**config.mk**
```make
export PLATFORM = sky130hd
export DESIGN_NAME = rv_ex_stage
export DESIGN_NICKNAME = d
export VERILOG_FILES = /design/src/hw/rv_ex_pkg.sv /design/src/hw/rv_ex_dec_if.sv /design/src/hw/rv_ex_decode.sv /design/src/hw/rv_ex_alu.sv /design/src/hw/rv_ex_branch.sv /design/src/hw/rv_ex_div.sv /design/src/hw/rv_ex_mem_reg.sv /design/src/hw/rv_ex_stage.sv
export VERILOG_INCLUDE_DIRS = /design/src /design/src/hw
export SDC_FILE = /design/constraint.sdc
export NUM_CORES = 1
export LEC_CHECK = 0
export ABC_AREA = 1
export BUFFER_PORTS_ARGS = -buffer_cell sky130_fd_sc_hd__buf_2
export CAP_MARGIN = 20
export CORE_MARGIN = 5
export CORE_UTILIZATION = 27
export DETAILED_ROUTE_END_ITERATION = 6
export PLACE_DENSITY_LB_ADDON = 0.15
export REMOVE_ABC_BUFFERS = 1
export SLEW_MARGIN = 15
export SYNTH_ARGS = -nofsm -noshare
export SYNTH_HDL_FRONTEND = slang
export SYNTH_SLANG_ARGS = --single-unit
```
**constraint.sdc**
```tcl
create_clock -name clk -period 3.9 [get_ports clk]
set_clock_uncertainty 0.05 [all_clocks]
set_input_delay 0.195 -clock clk [delete_from_list [all_inputs] [get_ports clk]]
set_output_delay 0.195 -clock clk [all_outputs]
set_load 0.05 [all_outputs]
```
**src/hw/rv_ex_macros.svh**
```systemverilog
`ifndef RV_EX_MACROS_SVH
`define RV_EX_MACROS_SVH

// Integer data path width
`define RV_XLEN 32

// One quotient bit per iteration
`define RV_DIV_CYCLES 32

// addi x0, x0, 0
`define RV_I_NOP 32'h0000_0013

`endif

```
**src/hw/rv_ex_pkg.sv**
```systemverilog
`include "rv_ex_macros.svh"

package rv_ex_pkg;

  typedef logic [`RV_XLEN-1:0] word_t;
  typedef logic [4:0] reg_idx_t;

  // Major opcodes handled by this stage
  typedef enum logic [6:0] {
    OP     = 7'b0110011,
    OP_IMM = 7'b0010011,
    BRANCH = 7'b1100011
  } opcode_e;

  // Low three bits follow funct3, bit 3 marks the alternate form
  typedef enum logic [3:0] {
    ALU_ADD  = 4'b0000,
    ALU_SLL  = 4'b0001,
    ALU_SLT  = 4'b0010,
    ALU_SLTU = 4'b0011,
    ALU_XOR  = 4'b0100,
    ALU_SRL  = 4'b0101,
    ALU_OR   = 4'b0110,
    ALU_AND  = 4'b0111,
    ALU_SUB  = 4'b1000,
    ALU_SRA  = 4'b1101
  } alu_op_e;

  typedef struct packed {
    logic [6:0] funct7;
    reg_idx_t   rs2;
    reg_idx_t   rs1;
    logic [2:0] funct3;
    reg_idx_t   rd;
    logic [6:0] opcode;
  } r_type_t;

  typedef struct packed {
    logic [11:0] imm12;
    reg_idx_t    rs1;
    logic [2:0]  funct3;
    reg_idx_t    rd;
    logic [6:0]  opcode;
  } i_type_t;

  // Branch offset bits are scattered over the word
  typedef struct packed {
    logic       imm_12;
    logic [5:0] imm_10_5;
    reg_idx_t   rs2;
    reg_idx_t   rs1;
    logic [2:0] funct3;
    logic [3:0] imm_4_1;
    logic       imm_11;
    logic [6:0] opcode;
  } b_type_t;

  typedef union packed {
    r_type_t r_type;
    i_type_t i_type;
    b_type_t b_type;
  } instr_u;

endpackage

```
**src/hw/rv_ex_dec_if.sv**
```systemverilog
`timescale 1ns/1ps

interface rv_ex_dec_if;
  rv_ex_pkg::alu_op_e  alu_op;
  rv_ex_pkg::word_t    imm;
  logic                use_imm;
  logic                is_branch;
  logic                is_div;
  logic                reg_write;
  rv_ex_pkg::reg_idx_t rd;
  logic [2:0]          funct3;

  // Decoder side
  modport dec (
    output alu_op, imm, use_imm, is_branch, is_div, reg_write, rd, funct3
  );

  // Execute units and EX/MEM register
  modport exu (
    input alu_op, imm, use_imm, is_branch, is_div, reg_write, rd, funct3
  );
endinterface

```
**src/hw/rv_ex_decode.sv**
```systemverilog
`timescale 1ns/1ps

module rv_ex_decode (
  input rv_ex_pkg::instr_u instr,
  rv_ex_dec_if.dec         dec
);
  import rv_ex_pkg::*;

  opcode_e    opc;
  logic [2:0] f3;
  // funct7 bit 5 selects SUB / SRA
  logic       alt;
  // funct7 bit 0 marks the M extension
  logic       m_ext;
  word_t      imm_i;
  word_t      imm_b;

  assign opc   = opcode_e'(instr.r_type.opcode);
  assign f3    = instr.r_type.funct3;
  assign alt   = instr.r_type.funct7[5];
  assign m_ext = instr.r_type.funct7[0];

  // Sign-extended immediates, same word seen through two layouts
  assign imm_i = word_t'($signed(instr.i_type.imm12));
  assign imm_b = word_t'($signed({instr.b_type.imm_12, instr.b_type.imm_11,
                                  instr.b_type.imm_10_5, instr.b_type.imm_4_1, 1'b0}));

  // Fields that pass straight to the units
  assign dec.rd     = instr.r_type.rd;
  assign dec.funct3 = f3;

  always_comb begin
    dec.alu_op    = ALU_ADD;
    dec.imm       = imm_i;
    dec.use_imm   = 1'b0;
    dec.is_branch = 1'b0;
    dec.is_div    = 1'b0;
    dec.reg_write = 1'b0;
    case (opc)
      OP: begin
        // SUB and SRA both use the alternate bit
        dec.alu_op = alu_op_e'({alt & (f3 == 3'b000 || f3 == 3'b101), f3});
        if (m_ext) begin
          // Only DIV/DIVU/REM/REMU, multiplies write nothing
          dec.alu_op    = ALU_ADD;
          dec.is_div    = f3[2];
          dec.reg_write = f3[2];
        end else begin
          dec.reg_write = 1'b1;
        end
      end
      OP_IMM: begin
        // No SUBI, SRAI keeps its marker in imm bit 10
        dec.alu_op    = alu_op_e'({alt & (f3 == 3'b101), f3});
        dec.use_imm   = 1'b1;
        dec.reg_write = 1'b1;
      end
      BRANCH: begin
        dec.imm       = imm_b;
        dec.is_branch = 1'b1;
      end
      default: begin
        // Other opcodes act as bubbles
        dec.reg_write = 1'b0;
      end
    endcase
  end

endmodule

```
**src/hw/rv_ex_alu.sv**
```systemverilog
`timescale 1ns/1ps

module rv_ex_alu (
  rv_ex_dec_if.exu         dec,
  input  rv_ex_pkg::word_t rs1_data,
  input  rv_ex_pkg::word_t rs2_data,
  output rv_ex_pkg::word_t result
);
  import rv_ex_pkg::*;

  word_t      op_a;
  word_t      op_b;
  logic [4:0] shamt;

  assign op_a  = rs1_data;
  // Immediate form replaces rs2
  assign op_b  = dec.use_imm ? dec.imm : rs2_data;
  assign shamt = op_b[4:0];

  always_comb begin
    case (dec.alu_op)
      ALU_ADD:  result = op_a + op_b;
      ALU_SUB:  result = op_a - op_b;
      ALU_SLL:  result = op_a << shamt;
      ALU_SRL:  result = op_a >> shamt;
      // Arithmetic shift keeps the sign bit
      ALU_SRA:  result = word_t'($signed(op_a) >>> shamt);
      ALU_SLT:  result = word_t'($signed(op_a) < $signed(op_b));
      ALU_SLTU: result = word_t'(op_a < op_b);
      ALU_XOR:  result = op_a ^ op_b;
      ALU_OR:   result = op_a | op_b;
      ALU_AND:  result = op_a & op_b;
      default:  result = '0;
    endcase
  end

endmodule

```
**src/hw/rv_ex_branch.sv**
```systemverilog
`timescale 1ns/1ps

module rv_ex_branch (
  rv_ex_dec_if.exu         dec,
  input  rv_ex_pkg::word_t pc,
  input  rv_ex_pkg::word_t rs1_data,
  input  rv_ex_pkg::word_t rs2_data,
  output logic             taken,
  output rv_ex_pkg::word_t target,
  output logic             trap
);
  import rv_ex_pkg::*;

  logic eq;
  logic lt_s;
  logic lt_u;
  logic cond;
  logic hit;

  assign eq   = rs1_data == rs2_data;
  assign lt_s = $signed(rs1_data) < $signed(rs2_data);
  assign lt_u = rs1_data < rs2_data;

  // funct3 bit 0 inverts the base condition
  always_comb begin
    case (dec.funct3[2:1])
      2'b00:   cond = eq;
      2'b10:   cond = lt_s;
      2'b11:   cond = lt_u;
      default: cond = 1'b0;
    endcase
    cond = cond ^ dec.funct3[0];
    // Encodings 010/011 are not branches
    if (dec.funct3[2:1] == 2'b01) begin
      cond = 1'b0;
    end
  end

  // PC-relative target
  assign target = pc + dec.imm;
  assign hit    = dec.is_branch & cond;

  // Misaligned target traps instead of redirecting
  assign trap  = hit & (|target[1:0]);
  assign taken = hit & ~trap;

endmodule

```
**src/hw/rv_ex_div.sv**
```systemverilog
`timescale 1ns/1ps
`include "rv_ex_macros.svh"

module rv_ex_div (
  input  logic                clk,
  input  logic                rst_n,
  input  logic                start,
  rv_ex_dec_if.exu            dec,
  input  rv_ex_pkg::word_t    rs1_data,
  input  rv_ex_pkg::word_t    rs2_data,
  output logic                busy,
  output logic                done,
  output rv_ex_pkg::word_t    result,
  output rv_ex_pkg::reg_idx_t rd
);
  import rv_ex_pkg::*;

  localparam int CNT_W = $clog2(`RV_DIV_CYCLES);

  typedef enum logic {
    S_IDLE,
    S_EXEC
  } state_e;

  state_e           state;
  logic [CNT_W-1:0] count;

  // Operand magnitudes and sign info at start
  logic  is_signed;
  logic  a_neg;
  logic  b_neg;
  word_t a_mag;
  word_t b_mag;

  // Latched operation
  word_t    divisor;
  word_t    rem_q;
  word_t    quo_q;
  logic     rem_sel;
  logic     neg_quo;
  logic     neg_rem;
  reg_idx_t rd_q;

  // One restoring step
  logic [`RV_XLEN:0] shifted;
  logic [`RV_XLEN:0] diff;
  word_t             rem_next;
  word_t             quo_next;

  assign is_signed = ~dec.funct3[0];
  assign a_neg     = is_signed & rs1_data[`RV_XLEN-1];
  assign b_neg     = is_signed & rs2_data[`RV_XLEN-1];
  assign a_mag     = a_neg ? -rs1_data : rs1_data;
  assign b_mag     = b_neg ? -rs2_data : rs2_data;

  assign shifted = {rem_q, quo_q[`RV_XLEN-1]};
  assign diff    = shifted - {1'b0, divisor};

  always_comb begin
    if (!diff[`RV_XLEN]) begin
      rem_next = diff[`RV_XLEN-1:0];
      quo_next = {quo_q[`RV_XLEN-2:0], 1'b1};
    end else begin
      rem_next = shifted[`RV_XLEN-1:0];
      quo_next = {quo_q[`RV_XLEN-2:0], 1'b0};
    end
  end

  // Sign fix on the final step
  // Most negative / -1 lands on 0x8000_0000 rem 0 by itself
  assign result = rem_sel ? (neg_rem ? -rem_next : rem_next)
                          : (neg_quo ? -quo_next : quo_next);
  assign rd     = rd_q;

  assign busy = state == S_EXEC;
  assign done = busy && count == CNT_W'(`RV_DIV_CYCLES - 1);

  always_ff @(posedge clk) begin
    if (!rst_n) begin
      state <= S_IDLE;
      count <= '0;
    end else begin
      case (state)
        S_IDLE: begin
          if (start) begin
            state <= S_EXEC;
            count <= '0;
          end
        end
        S_EXEC: begin
          count <= count + 1'b1;
          if (done) begin
            state <= S_IDLE;
          end
        end
        default: state <= S_IDLE;
      endcase
    end
  end

  always_ff @(posedge clk) begin
    if (state == S_IDLE && start) begin
      divisor <= b_mag;
      quo_q   <= a_mag;
      rem_q   <= '0;
      rem_sel <= dec.funct3[1];
      // Divide by zero keeps all-ones quotient unsigned
      neg_quo <= (a_neg ^ b_neg) & (rs2_data != '0);
      // Remainder takes the dividend sign
      neg_rem <= a_neg;
      rd_q    <= dec.rd;
    end else if (busy) begin
      rem_q <= rem_next;
      quo_q <= quo_next;
    end
  end

endmodule

```
**src/hw/rv_ex_mem_reg.sv**
```systemverilog
`timescale 1ns/1ps
`include "rv_ex_macros.svh"

module rv_ex_mem_reg (
  input  logic                clk,
  input  logic                rst_n,
  input  logic                in_valid,
  input  logic                flush,
  rv_ex_dec_if.exu            dec,
  input  rv_ex_pkg::instr_u   instr,
  input  rv_ex_pkg::word_t    alu_result,
  input  rv_ex_pkg::word_t    div_result,
  input  rv_ex_pkg::word_t    target,
  input  logic                taken,
  input  logic                trap_in,
  input  logic                div_done,
  input  rv_ex_pkg::reg_idx_t div_rd,
  output logic                mem_valid,
  output logic                mem_reg_write,
  output logic                redirect,
  output logic                trap,
  output rv_ex_pkg::word_t    mem_result,
  output rv_ex_pkg::word_t    redirect_target,
  output rv_ex_pkg::reg_idx_t mem_rd,
  output rv_ex_pkg::instr_u   mem_instr
);
  import rv_ex_pkg::*;

  logic   single_cap;
  // Word of the divide in flight is held here until done
  instr_u div_instr;

  assign single_cap = in_valid & ~dec.is_div;

  always_ff @(posedge clk) begin
    if (in_valid && dec.is_div) begin
      div_instr <= instr;
    end
  end

  // Flush turns the captured item into a bubble
  always_ff @(posedge clk) begin
    if (!rst_n) begin
      mem_valid     <= 1'b0;
      mem_reg_write <= 1'b0;
      redirect      <= 1'b0;
      trap          <= 1'b0;
      mem_instr     <= `RV_I_NOP;
    end else if (div_done) begin
      mem_valid     <= ~flush;
      // Every divide writes its rd
      mem_reg_write <= ~flush;
      redirect      <= 1'b0;
      trap          <= 1'b0;
      mem_instr     <= flush ? instr_u'(`RV_I_NOP) : div_instr;
    end else if (single_cap) begin
      mem_valid     <= ~flush;
      // Branches never write back
      mem_reg_write <= dec.reg_write & ~dec.is_branch & ~flush;
      redirect      <= taken & ~flush;
      trap          <= trap_in & ~flush;
      mem_instr     <= flush ? instr_u'(`RV_I_NOP) : instr;
    end else begin
      mem_valid     <= 1'b0;
      mem_reg_write <= 1'b0;
      redirect      <= 1'b0;
      trap          <= 1'b0;
    end
  end

  // Payload
  always_ff @(posedge clk) begin
    if (div_done) begin
      mem_result <= div_result;
      mem_rd     <= div_rd;
    end else if (single_cap) begin
      mem_result      <= alu_result;
      mem_rd          <= dec.rd;
      redirect_target <= target;
    end
  end

endmodule

```
**src/hw/rv_ex_stage.sv**
```systemverilog
`timescale 1ns/1ps

module rv_ex_stage (
  input  logic                clk,
  input  logic                rst_n,
  input  logic                in_valid,
  input  logic                flush,
  input  logic [31:0]         instr,
  input  rv_ex_pkg::word_t    pc,
  input  rv_ex_pkg::word_t    rs1_data,
  input  rv_ex_pkg::word_t    rs2_data,
  output logic                mem_valid,
  output logic                mem_reg_write,
  output rv_ex_pkg::reg_idx_t mem_rd,
  output rv_ex_pkg::word_t    mem_result,
  output logic [31:0]         mem_instr,
  output logic                redirect,
  output rv_ex_pkg::word_t    redirect_target,
  output logic                trap,
  output logic                busy
);
  import rv_ex_pkg::*;

  instr_u   instr_w;
  instr_u   mem_instr_w;
  // Strobe accepted only while the divider is idle
  logic     issue;
  logic     div_start;
  logic     div_busy;
  logic     div_done;
  word_t    div_result;
  reg_idx_t div_rd;
  word_t    alu_result;
  word_t    br_target;
  logic     br_taken;
  logic     br_trap;

  rv_ex_dec_if dec_bus ();

  assign instr_w   = instr;
  assign mem_instr = mem_instr_w;
  assign issue     = in_valid & ~div_busy;
  assign div_start = issue & dec_bus.is_div;
  assign busy      = div_busy;

  rv_ex_decode u_decode (
    .instr (instr_w),
    .dec   (dec_bus)
  );

  rv_ex_alu u_alu (
    .dec      (dec_bus),
    .rs1_data (rs1_data),
    .rs2_data (rs2_data),
    .result   (alu_result)
  );

  rv_ex_branch u_branch (
    .dec      (dec_bus),
    .pc       (pc),
    .rs1_data (rs1_data),
    .rs2_data (rs2_data),
    .taken    (br_taken),
    .target   (br_target),
    .trap     (br_trap)
  );

  // Multi-cycle divide, result lands straight in EX/MEM
  rv_ex_div u_div (
    .clk      (clk),
    .rst_n    (rst_n),
    .start    (div_start),
    .dec      (dec_bus),
    .rs1_data (rs1_data),
    .rs2_data (rs2_data),
    .busy     (div_busy),
    .done     (div_done),
    .result   (div_result),
    .rd       (div_rd)
  );

  rv_ex_mem_reg u_mem_reg (
    .clk             (clk),
    .rst_n           (rst_n),
    .in_valid        (issue),
    .flush           (flush),
    .dec             (dec_bus),
    .instr           (instr_w),
    .alu_result      (alu_result),
    .div_result      (div_result),
    .target          (br_target),
    .taken           (br_taken),
    .trap_in         (br_trap),
    .div_done        (div_done),
    .div_rd          (div_rd),
    .mem_valid       (mem_valid),
    .mem_reg_write   (mem_reg_write),
    .redirect        (redirect),
    .trap            (trap),
    .mem_result      (mem_result),
    .redirect_target (redirect_target),
    .mem_rd          (mem_rd),
    .mem_instr       (mem_instr_w)
  );

endmodule

```
**Word level (Yosys, flattened, before mapping)**

Cells that the tools add are included.

- $add $sub $neg: 9
- $lt $le $gt $ge: 4
- Eq/ne operators: 19
- Shifts and indexed selects: 3
- Multiplexer cells: 39
- Bitwise logic cells: 29
- Reduce and logical (&&, ||, !) cells: 13

Operator list:

| operator | count |
|---|---|
| $mux W32 | 15 |
| $pmux W32 S10 | 1 |
| $lt A32 B32 Y1 | 4 |
| $neg A32 Y32 | 4 |
| $add A32 B32 Y32 | 2 |
| $sub A33 B32 Y33 | 1 |
| $and A32 B32 Y32 | 1 |
| $eq A32 B32 Y1 | 1 |
| $or A32 B32 Y32 | 1 |
| $reduce_bool A32 Y1 | 1 |
| $shl A32 B5 Y32 | 1 |
| $shr A32 B5 Y32 | 1 |
| $sshr A32 B5 Y32 | 1 |
| $sub A32 B32 Y32 | 1 |
| $xor A32 B32 Y32 | 1 |
| $eq A4 B3 Y1 const B | 4 |
| $and A1 B1 Y1 | 15 |
| $mux W5 | 3 |
| $mux W1 | 13 |
| $mux W12 | 1 |
| $pmux W5 S2 | 1 |
| $not A1 Y1 | 9 |
| $eq A4 B2 Y1 const B | 2 |
| $eq A4 B4 Y1 const B | 2 |
| other kinds (24) | 30 |

- Register bits after elaboration: 247
- Bits of input ports: 132
- Output and inout port bits: 106
- Word-level logic and storage cells: 134

**Depth between registers and ports, before layout**

Gate-level depths: netlist of the first run.

- Word-level depth: 9
- Mapped depth: 31
- Gate-level depth less buffers: 29

**Cells and area by module**

From an unflattened synthesis of the first run, not the netlist that was laid out.

- Cell total of the unflattened synthesis: 4807
- Area total of the unflattened synthesis: 29655.9 µm²

By module, submodules not included:

| module | instances | cells an instance | area each (µm²) | seq. area each (µm²) |
|---|---|---|---|---|
| rv_ex_alu | 1 | 2094 | 10396.2 | 0.0 |
| rv_ex_div | 1 | 1601 | 10316.1 | 2922.8 |
| rv_ex_mem_reg | 1 | 559 | 5684.2 | 3753.6 |
| rv_ex_branch | 1 | 461 | 2720.1 | 0.0 |
| rv_ex_decode | 1 | 87 | 515.5 | 0.0 |
| rv_ex_stage | 1 | 5 | 23.8 | 0.0 |

**Worst setup path before layout of the first run**

OpenSTA, ideal clock, no wires.

- Kind: register -> register
- Start: reg u_div.quo_q[31]
- End: reg u_mem_reg.mem_result[30], data pin
- Library setup time: 0.252 ns
- Data arrival time: 3.959 ns
- Data required time: 3.598 ns
- Setup slack: -0.361 ns
- Cell stages (with the launch flop): 30
- Clock period less this slack: 4.261 ns
- Cell sequence: edfxtp_1 inv_1 ha_1 inv_1 fa_1 nand2_1 nand2_1 nand3_1 nand2_2 nand2_1 nand2_2 nand2_4 nand3_4 nand2_8 buf_8 buf_8 ha_1 nand3_1 nor3_1 nand2_1 nor4_1 nand3_1 o21ai_0 o21ai_0 o31ai_1 a21oi_1 o21ai_0 nand2_1 nand2_1 nand2_1

- Cells in the longest elaborated chain, start to end: 6
- Elaborated cells between the ends (all ways): 9
- Classes of those cells: 3 x add/sub; 6 x mux

Ends and longest elaborated chain:

| item | line | text |
|---|---|---|
| start: declaration | rv_ex_div.sv:38 | `word_t quo_q;` |
| start signal: assignment | rv_ex_div.sv:104 | `quo_q <= a_mag;` |
| start signal: assignment | rv_ex_div.sv:114 | `quo_q <= quo_next;` |
| $sub A33 B32 Y33 | rv_ex_div.sv:57 | `assign diff = shifted - {1'b0, divisor};` |
| $mux W1 / $mux W32 (equally long branches) | rv_ex_div.sv:60 | `` if (!diff[`RV_XLEN]) begin `` |
| $neg A32 Y32, on equally long branches | rv_ex_div.sv:72, rv_ex_div.sv:71 |  |
| $mux W32, on equally long branches | rv_ex_div.sv:72, rv_ex_div.sv:71 |  |
| $mux W32 * | rv_ex_div.sv:71 | `assign result = rem_sel ? (neg_rem ? -rem_next : rem_next)` |
| $mux W32 * | rv_ex_mem_reg.sv:73 | `if (div_done) begin` |
| end signal: assignment | rv_ex_mem_reg.sv:74 | `mem_result <= div_result;` |
| end signal: assignment | rv_ex_mem_reg.sv:77 | `mem_result <= alu_result;` |
| end: declaration | rv_ex_mem_reg.sv:22 | `output rv_ex_pkg::word_t mem_result,` |

Mark *: on every way between the ends. The rest lies on a longest branch, timed or not.
A chain may end at the register's enable or synchronous reset.

**Final worst setup path of the first run**

- Start: reg u_div.divisor[29]
- End: reg u_mem_reg.mem_result[31], data pin

- Cells in the longest elaborated chain, start to end: 6
- Elaborated cells between the ends (all ways): 9
- Classes of those cells: 3 x add/sub; 6 x mux

Ends and longest elaborated chain:

| item | line | text |
|---|---|---|
| start: declaration | rv_ex_div.sv:36 | `word_t divisor;` |
| start signal: assignment | rv_ex_div.sv:103 | `divisor <= b_mag;` |
| $sub A33 B32 Y33 * | rv_ex_div.sv:57 |  |
| $mux W1 / $mux W32 (equally long branches) | rv_ex_div.sv:60 |  |
| $neg A32 Y32, on equally long branches | rv_ex_div.sv:72, rv_ex_div.sv:71 |  |
| $mux W32, on equally long branches | rv_ex_div.sv:72, rv_ex_div.sv:71 |  |
| $mux W32 * | rv_ex_div.sv:71 |  |
| $mux W32 * | rv_ex_mem_reg.sv:73 |  |

Marks and branches as above.

==> results.md, run 1 <==
* Via count at 32619
* Footprint of the multi-input gates at 18300 sq um
* Register area share after synthesis at 24.0%
* Most common cell on crit path: buf_4
* Port buffer count at 237
* Cell family with the largest share of critical-path delay: buffers and inverters
* Bufs and invs on worst path at 12
* Largest area contributor in the netlist: edfxtp_1
* Largest net degree at the start of global routing at 69
* Synth top area share at 18.7%
* Nets at 5546
* Die area at 110000 sq um
* Placement-stage cell area at 34600 sq um
* Post-Place Setup Slack at -0.500 ns
* Synth top cells by count: nand2_1 (1269), inv_1 (573), nand3_1 (409)
* TritonRoute pass-1 iters at 7
* Fillers at 11420
* Register Area at 6680 sq um
* CTS Buf Count at 34
* RSZ-0062 raised after global routing: yes
* PD cells at 318 nW/um^2
* DRT antenna net count at 0
* First-pass GRT wire length at 196 mm
* Setup ws final at 0.176 ns
* Worst setup EP type: register
* Hold WC Path Type: primary input to register
* Endpoints failing hold at 0
* Gpl congestion at 0.992
* Clock Sinks at 247
* Vias in the first global route at 31008
* Synth unique cells at 71
* Die span in y at 331 microns
* Post-Syn Area at 27800 sq um
* Leakage power at 0.0181 uW
* Number of synthesized register bits at 247
* Maxcap violations at 0
* CTS tree: built
* Clk buf depth at 3
* HPWL Detailed at 113 mm
* Area contributors post-synth: edfxtp_1 (19%), nand2_1 (17%), ha_1 (8.5%), inv_1 (7.7%), nand3_1 (7.4%)
* Mean post-synth cell area at 6.25 sq um
* Tmin final at 3.72 ns
* Startpoint Class: register
* Initial antenna violation count at 20
* # rows at 117
* Global route overflow at 0
* H-tree depth at 2
* DRT iter0 DRCs at 2510
* Worst path slowest cell: edfxtp_1
* Number of enable flip-flop cells after synthesis at 173
* Mean routed wirelength per cell at 20.3 microns
* Critical path arrival at 3.97 ns
* Total Routed Length at 135 mm
* Max incr delay on CP at 0.39 ns
* Max Slew Vio Count at 0
* Worst skew pair latency at 0.53 ns
* DR vias/cell at 4.92
* Actual slew at the worst max-slew pin at 0.815 ns
* Finished Cell Area at 36400 sq um
* Core area at 102000 sq um
* I/O pin total at 238
* Setup violators final at 0
* Post-route DRC at 0
* Run status: finished, final reports clean
* Root Buffer: clkbuf_16
* Clock-pin slew on the worst setup and hold paths at 0.06 ns
* Worst setup path category: register to register
* Most numerous cell in the Yosys netlist: nand2_1
* Overall power at 11600 uW
* Gate Count Post-Synth at 4450
* Worst Path Max Fanout at 2
* GRT Total Usage at 23.6%
* Async SR Flop Fraction at 0%
* Layout Cells excl Fill at 6627
* Relative slew slack at 45.6%
* Max Clk Rate at 269 MHz
* Synth warn at 0
* Worst VDD drop at 0.243 mV
* Area Overhead vs Synth at 31.0%
* Starting Density at 27.3%
* Final core utilization at 35.7%
* Layout cells sized above 1 at 21.2%
* Tcrit/Tclk final at 95.5%
* Die W at 331 microns
* Data required, critical path at 4.14 ns
* DP Cell Count at 6504
* Predominant post-synthesis flop cell: edfxtp_1
[path summary, 6_finish.rpt]
check                           cells past startpoint                                  end  slack, ns                                 from
worst max-delay path                               31   u_mem_reg.mem_result[31]$_DFFE_PP_       0.18          u_div.divisor[29]$_DFFE_PP_
worst min-delay path                                2          u_div.divisor[28]$_DFFE_PP_       0.09                         rs2_data[28]
worst max register to register                     31   u_mem_reg.mem_result[31]$_DFFE_PP_       0.18          u_div.divisor[29]$_DFFE_PP_
worst min register to register                      2  u_mem_reg.mem_instr[4]$_SDFFE_PN1P_       0.43  u_mem_reg.mem_instr[4]$_SDFFE_PN1P_
[cells in the final DEF, fill, tap and decap left out, drive strengths merged, types with 14 or more instances in the layout]
cell	Yosys	final
or2	17	17
nor2	380	380
clkbuf	90	46
o211ai	33	33
o221ai	14	14
nor3	76	76
nand2	1324	1324
a21oi	305	305
xor2	86	86
nor4	20	20
buf	71	863
dfxtp	74	74
inv	592	595
nand4	61	61
nand3	419	419
ha	189	189
edfxtp	173	173
o22ai	34	34
a31oi	35	35
o21ai	334	334
xnor2	19	19
dlygate4sd3	0	35
[repair_timing]
item | 4_1_cts | 5_1_grt
endpoints found under the hold margin | 50 | 1
hold buffers | 34 | 1
pin swaps | 17 | 16
resized for setup | 35 | 36
buffers inserted | 10 | 6
setup endpoints to repair | 17 | 23
[report_power, final]
part	internal, uW	total, uW	switching (uW)
Combinational	2000	5450	3460
Sequential	3020	3110	91.6
Clock	1790	3030	1240
[area by class of cell]
cell class                      instances  share of cell area (%)
Tap cell                             1368                    4.70
Multi-Input combinational cell       3447                    50.3
Antenna cell                           11                  0.0755
Sequential cell                       247                    18.3
Timing Repair Buffer                  898                    17.5
Clock inverter                         15                   0.309
Clock buffer                           46                    2.63
Inverter                              595                    6.15
[sequential cells by signal, indices dropped and copies added, names as in the netlist, 5 cells and up]
signal and cells:
u_div.count 5, u_div.divisor 32, u_div.quo_q 32, u_div.rd 5
u_div.rem_q 32, u_mem_reg.div_instr 32, u_mem_reg.mem_instr 32, u_mem_reg.mem_rd 5
u_mem_reg.mem_result 32, u_mem_reg.redirect_target 32
[per-layer routing]
layer / routed length, microns / vias to the layer above / track usage (%)
li1: - / 16311 / -
met1: 61900 / 15222 / 33.0
met2: 61800 / 910 / 38.9
met3: 7200 / 170 / 2.40
met4: 3810 / 6 / 6.40
met5: 47 / - / 0
[cell families (layout without fill, tap and decap cells)]
| group | count (synthesis) | count (layout) | synth area share [%] |
|---|---|---|---|
| AND/OR/NAND/NOR | 2317 | 2317 | 36.2 |
| AO/OA/AOI/OAI | 834 | 834 | 16.9 |
| buffers and inverters | 756 | 1554 | 10.9 |
| flip-flops | 247 | 247 | 24.0 |
| adder cells (fa/ha/maj) | 191 | 191 | 8.65 |
| XOR/XNOR | 105 | 105 | 3.33 |
| other | 0 | 11 | 0 |
[per-stage QoR]
stage / hold slack (ns) / TNS, ns
finish: 0.0949 / 0
global route: 0.0667 / -0.253
CTS: 0.000379 / -0.0397
detailed placement: 0.343 / -5.26
global placement: 0.344 / -4.11
floorplan: 0.224 / -119.52
Power figures use the tool's default switching activity.
==> inputs of run 2 (changes only) <==
--- a/config.mk
+++ b/config.mk
@@ -13,8 +13,11 @@
 export CORE_UTILIZATION = 27
 export DETAILED_ROUTE_END_ITERATION = 6
 export PLACE_DENSITY_LB_ADDON = 0.15
+export RECOVER_POWER = 25
 export REMOVE_ABC_BUFFERS = 1
+export SETUP_SLACK_MARGIN = 0.3
 export SLEW_MARGIN = 15
 export SYNTH_ARGS = -nofsm -noshare
 export SYNTH_HDL_FRONTEND = slang
+export SYNTH_HIERARCHICAL = 1
 export SYNTH_SLANG_ARGS = --single-unit
==> results.md, run 2 <==
* Starting Density at 27.2%
* Async SR Flop Fraction at 0%
* Commonest cells after routing, fill and taps aside: nand2_1 (1359), inv_1 (613), nand3_1 (589), buf_4 (551), nor2_1 (387)
* Max incr delay on CP at 0.38 ns
* Largest net degree at the start of global routing at 72
* Commonest non-fill, non-tap cell in the layout: nand2_1
* Vias in the first global route at 32869
* H-tree depth at 1
* Largest area contributor in the netlist: nand2_1
* GRT Total Usage at 23.6%
* Synth unique cells at 71
* Via count at 34652
* Layout Cells excl Fill at 6970
* Gpl congestion at 1.00
* Most numerous cell in the Yosys netlist: nand2_1
* DRT iter0 DRCs at 2822
* DR vias/cell at 4.97
* Register area share after synthesis at 22.5%
* RSZ-0062 raised after global routing: yes
* Failing checks: design-rule violations
* Startpoint Class: register
* Max Slew Vio Count at 0
* Layout cells sized above 1 at 20.4%
* Synth top cells by count: nand2_1 (1433), inv_1 (625), nand3_1 (618)
* CTS tree: built
* Max Clk Rate at 271 MHz
* Maxcap violations at 0
* Die area at 117000 sq um
* Endpoints failing hold at 0
* Number of synthesized register bits at 247
* Total Routed Length at 147 mm
* Die W at 341 microns
* HPWL Detailed at 120 mm
* Worst Path Max Fanout at 3
* Relative slew slack at 18.7%
* Synth top area share at 18.1%
* First-pass GRT wire length at 210 mm
* Mean post-synth cell area at 6.17 sq um
* Switch share at 40.5%
* Clk buf depth at 3
* Clock Sinks at 247
* Nets at 5860
* DRT antenna net count at 0
* Reg2reg end: u_mem_reg/mem_result[30]$_DFFE_PP_
* Area Overhead vs Synth at 30.2%
* Seq pwr share at 28.6%
* Number of enable flip-flop cells after synthesis at 173
* Clock power share at 27.0%
* P_int at 6370 uW
* Crit path from: u_div/quo_q[31]$_DFFE_PP_
* Root Buffer: clkbuf_16
* R2R cell count at 30
* Data required, critical path at 4.21 ns
* Initial antenna violation count at 17
* Gate Count Post-Synth at 4807
* Psw at 4340 uW
* Leakage power at 0.0192 uW
* I/O pin total at 238
* Port buffer count at 237
* Predominant post-synthesis flop cell: edfxtp_1
* Worst setup EP type: register
* TritonRoute pass-1 iters at 7
* Mean routed wirelength per cell at 21.1 microns
* Actual slew at the worst max-slew pin at 1.22 ns
* Critical path arrival at 3.99 ns
* CTS Buf Count at 31
* Core area at 109000 sq um
* Clock-pin slew on the worst setup and hold paths at 0.06 ns
* Worst path slowest cell: edfxtp_1
* Tcrit/Tclk final at 94.5%
* Post-route DRC at 17
* Worst hold stages at 2
* Crit path capture: u_mem_reg/mem_result[30]$_DFFE_PP_
* Hold WC Path Type: primary input to register
* Combinational fraction of design power at 44.3%
* R2r setup slk at 0.22 ns
* Launch point of the worst reg-to-reg path: u_div/quo_q[31]$_DFFE_PP_
* # rows at 121
* Die span in y at 341 microns
* Most common cell on crit path: nand2_2
* PD cells at 277 nW/um^2
* Worst skew pair latency at 0.60 ns
* Synth warn at 6
* Worst VDD drop at 0.311 mV
* Run status: finished with violations
* Post-Syn Area at 29700 sq um
* Worst setup path category: register to register
* Setup violators final at 0
* Area contributors post-synth: nand2_1 (18%), edfxtp_1 (18%), nand3_1 (10%), ha_1 (8.4%), inv_1 (7.9%)
* Final core utilization at 35.4%
* DP Cell Count at 6793
* Tmin final at 3.68 ns
* Global route overflow at 0
-- run 2: cell types whose count changed after synthesis, sizes merged, moves of 45 or more --
cell / change
buf: +76
inv: +55
nor2: +45
a21oi: -86
nand2: +169
nand3: +233
o21ai: -82
-- run 2: logic make-up after synthesis --
logic type,share of synthesized area [%]
AND/OR/NAND/NOR,41.2
buffers and inverters,12.3
AO/OA/AOI/OAI,12.1
flip-flops,22.5
adder cells (fa/ha/maj),8.71
XOR/XNOR,3.22
-- run 2: how the worst min path moves through the flow --
stage	start	endpoint	slack, ns
detailed placement	instr[15]	u_mem_reg/div_instr[15]$_DFFE_PP_	0.34
floorplan	rs2_data[0]	u_div/divisor[0]$_DFFE_PP_	0.24
global route	rs2_data[2]	u_div/divisor[2]$_DFFE_PP_	0.03
CTS	rs2_data[2]	u_div/divisor[2]$_DFFE_PP_	0.003
finish	rs2_data[10]	u_div/divisor[10]$_DFFE_PP_	0.03
global placement	instr[15]	u_mem_reg/div_instr[15]$_DFFE_PP_	0.34
-- run 2: per-stage QoR --
| stage | total power (uW) | hold slack [ns] | setup TNS (ns) | setup slack, ns | instance area [sq um] |
|---|---|---|---|---|---|
| after global placement | 7380 | 0.340 | -1.40 | -0.364 | 35600 |
| after detailed placement | 7380 | 0.343 | -1.26 | -0.269 | 35600 |
| after CTS | 10400 | 0.00280 | 0 | 0.0466 | 37300 |
| after floorplan | 5480 | 0.244 | -19.68 | -0.598 | 28500 |
| final | 10700 | 0.0286 | 0 | 0.216 | 38600 |
| after global routing | 11300 | 0.0311 | -0.0325 | -0.0325 | 38600 |
-- run 2: area by class of cell --
| type | instances | area, sq um |
|---|---|---|
| clock inverters | 12 | 104 |
| inverters | 654 | 2470 |
| clock buffers | 46 | 913 |
| repair buffers | 878 | 6300 |
| flip-flops and latches | 247 | 6680 |
| well taps | 1414 | 1770 |
| diodes | 7 | 17.5 |
| multi-input cells | 3712 | 20400 |
| fillers | 12256 | 70400 |
-- run 2: power by group through the flow --
| stage | sequential [uW] | clock [uW] | combinational, uW |
|---|---|---|---|
| detailed placement | 3120 | 0 | 4250 |
| global placement | 3120 | 0 | 4260 |
| global route | 3080 | 3060 | 5120 |
| finish | 3070 | 2900 | 4750 |
| CTS | 3070 | 2960 | 4350 |
| floorplan | 3440 | 0 | 2040 |
-- run 2: routing by layer --
layer / wire [microns] / track usage (%) / share of wire, %
met1: 65000 / 32.1 / 44
met2: 69200 / 40.2 / 47
met3: 7450 / 1.89 / 5.1
met4: 5030 / 7.04 / 3.4
met5: 20 / 0 / 0.014
-- run 2: critical path: cells and delay by family (launching register included) --
| family | cells | cell delay, ns |
|---|---|---|
| fa+ha+maj | 3 | 0.60 |
| compound gates | 4 | 0.49 |
| buf+inv | 5 | 0.48 |
| flops | 1 | 0.38 |
| simple gates | 18 | 1.42 |
-- run 2: repair_timing --
item	4_1_cts	5_1_grt
hold endpoints to repair	80	0
setup endpoints to repair	29	30
pin swaps	20	94
resized for setup	59	228
cloned	0	4
hold buffers	45	0
setup buffers	10	53
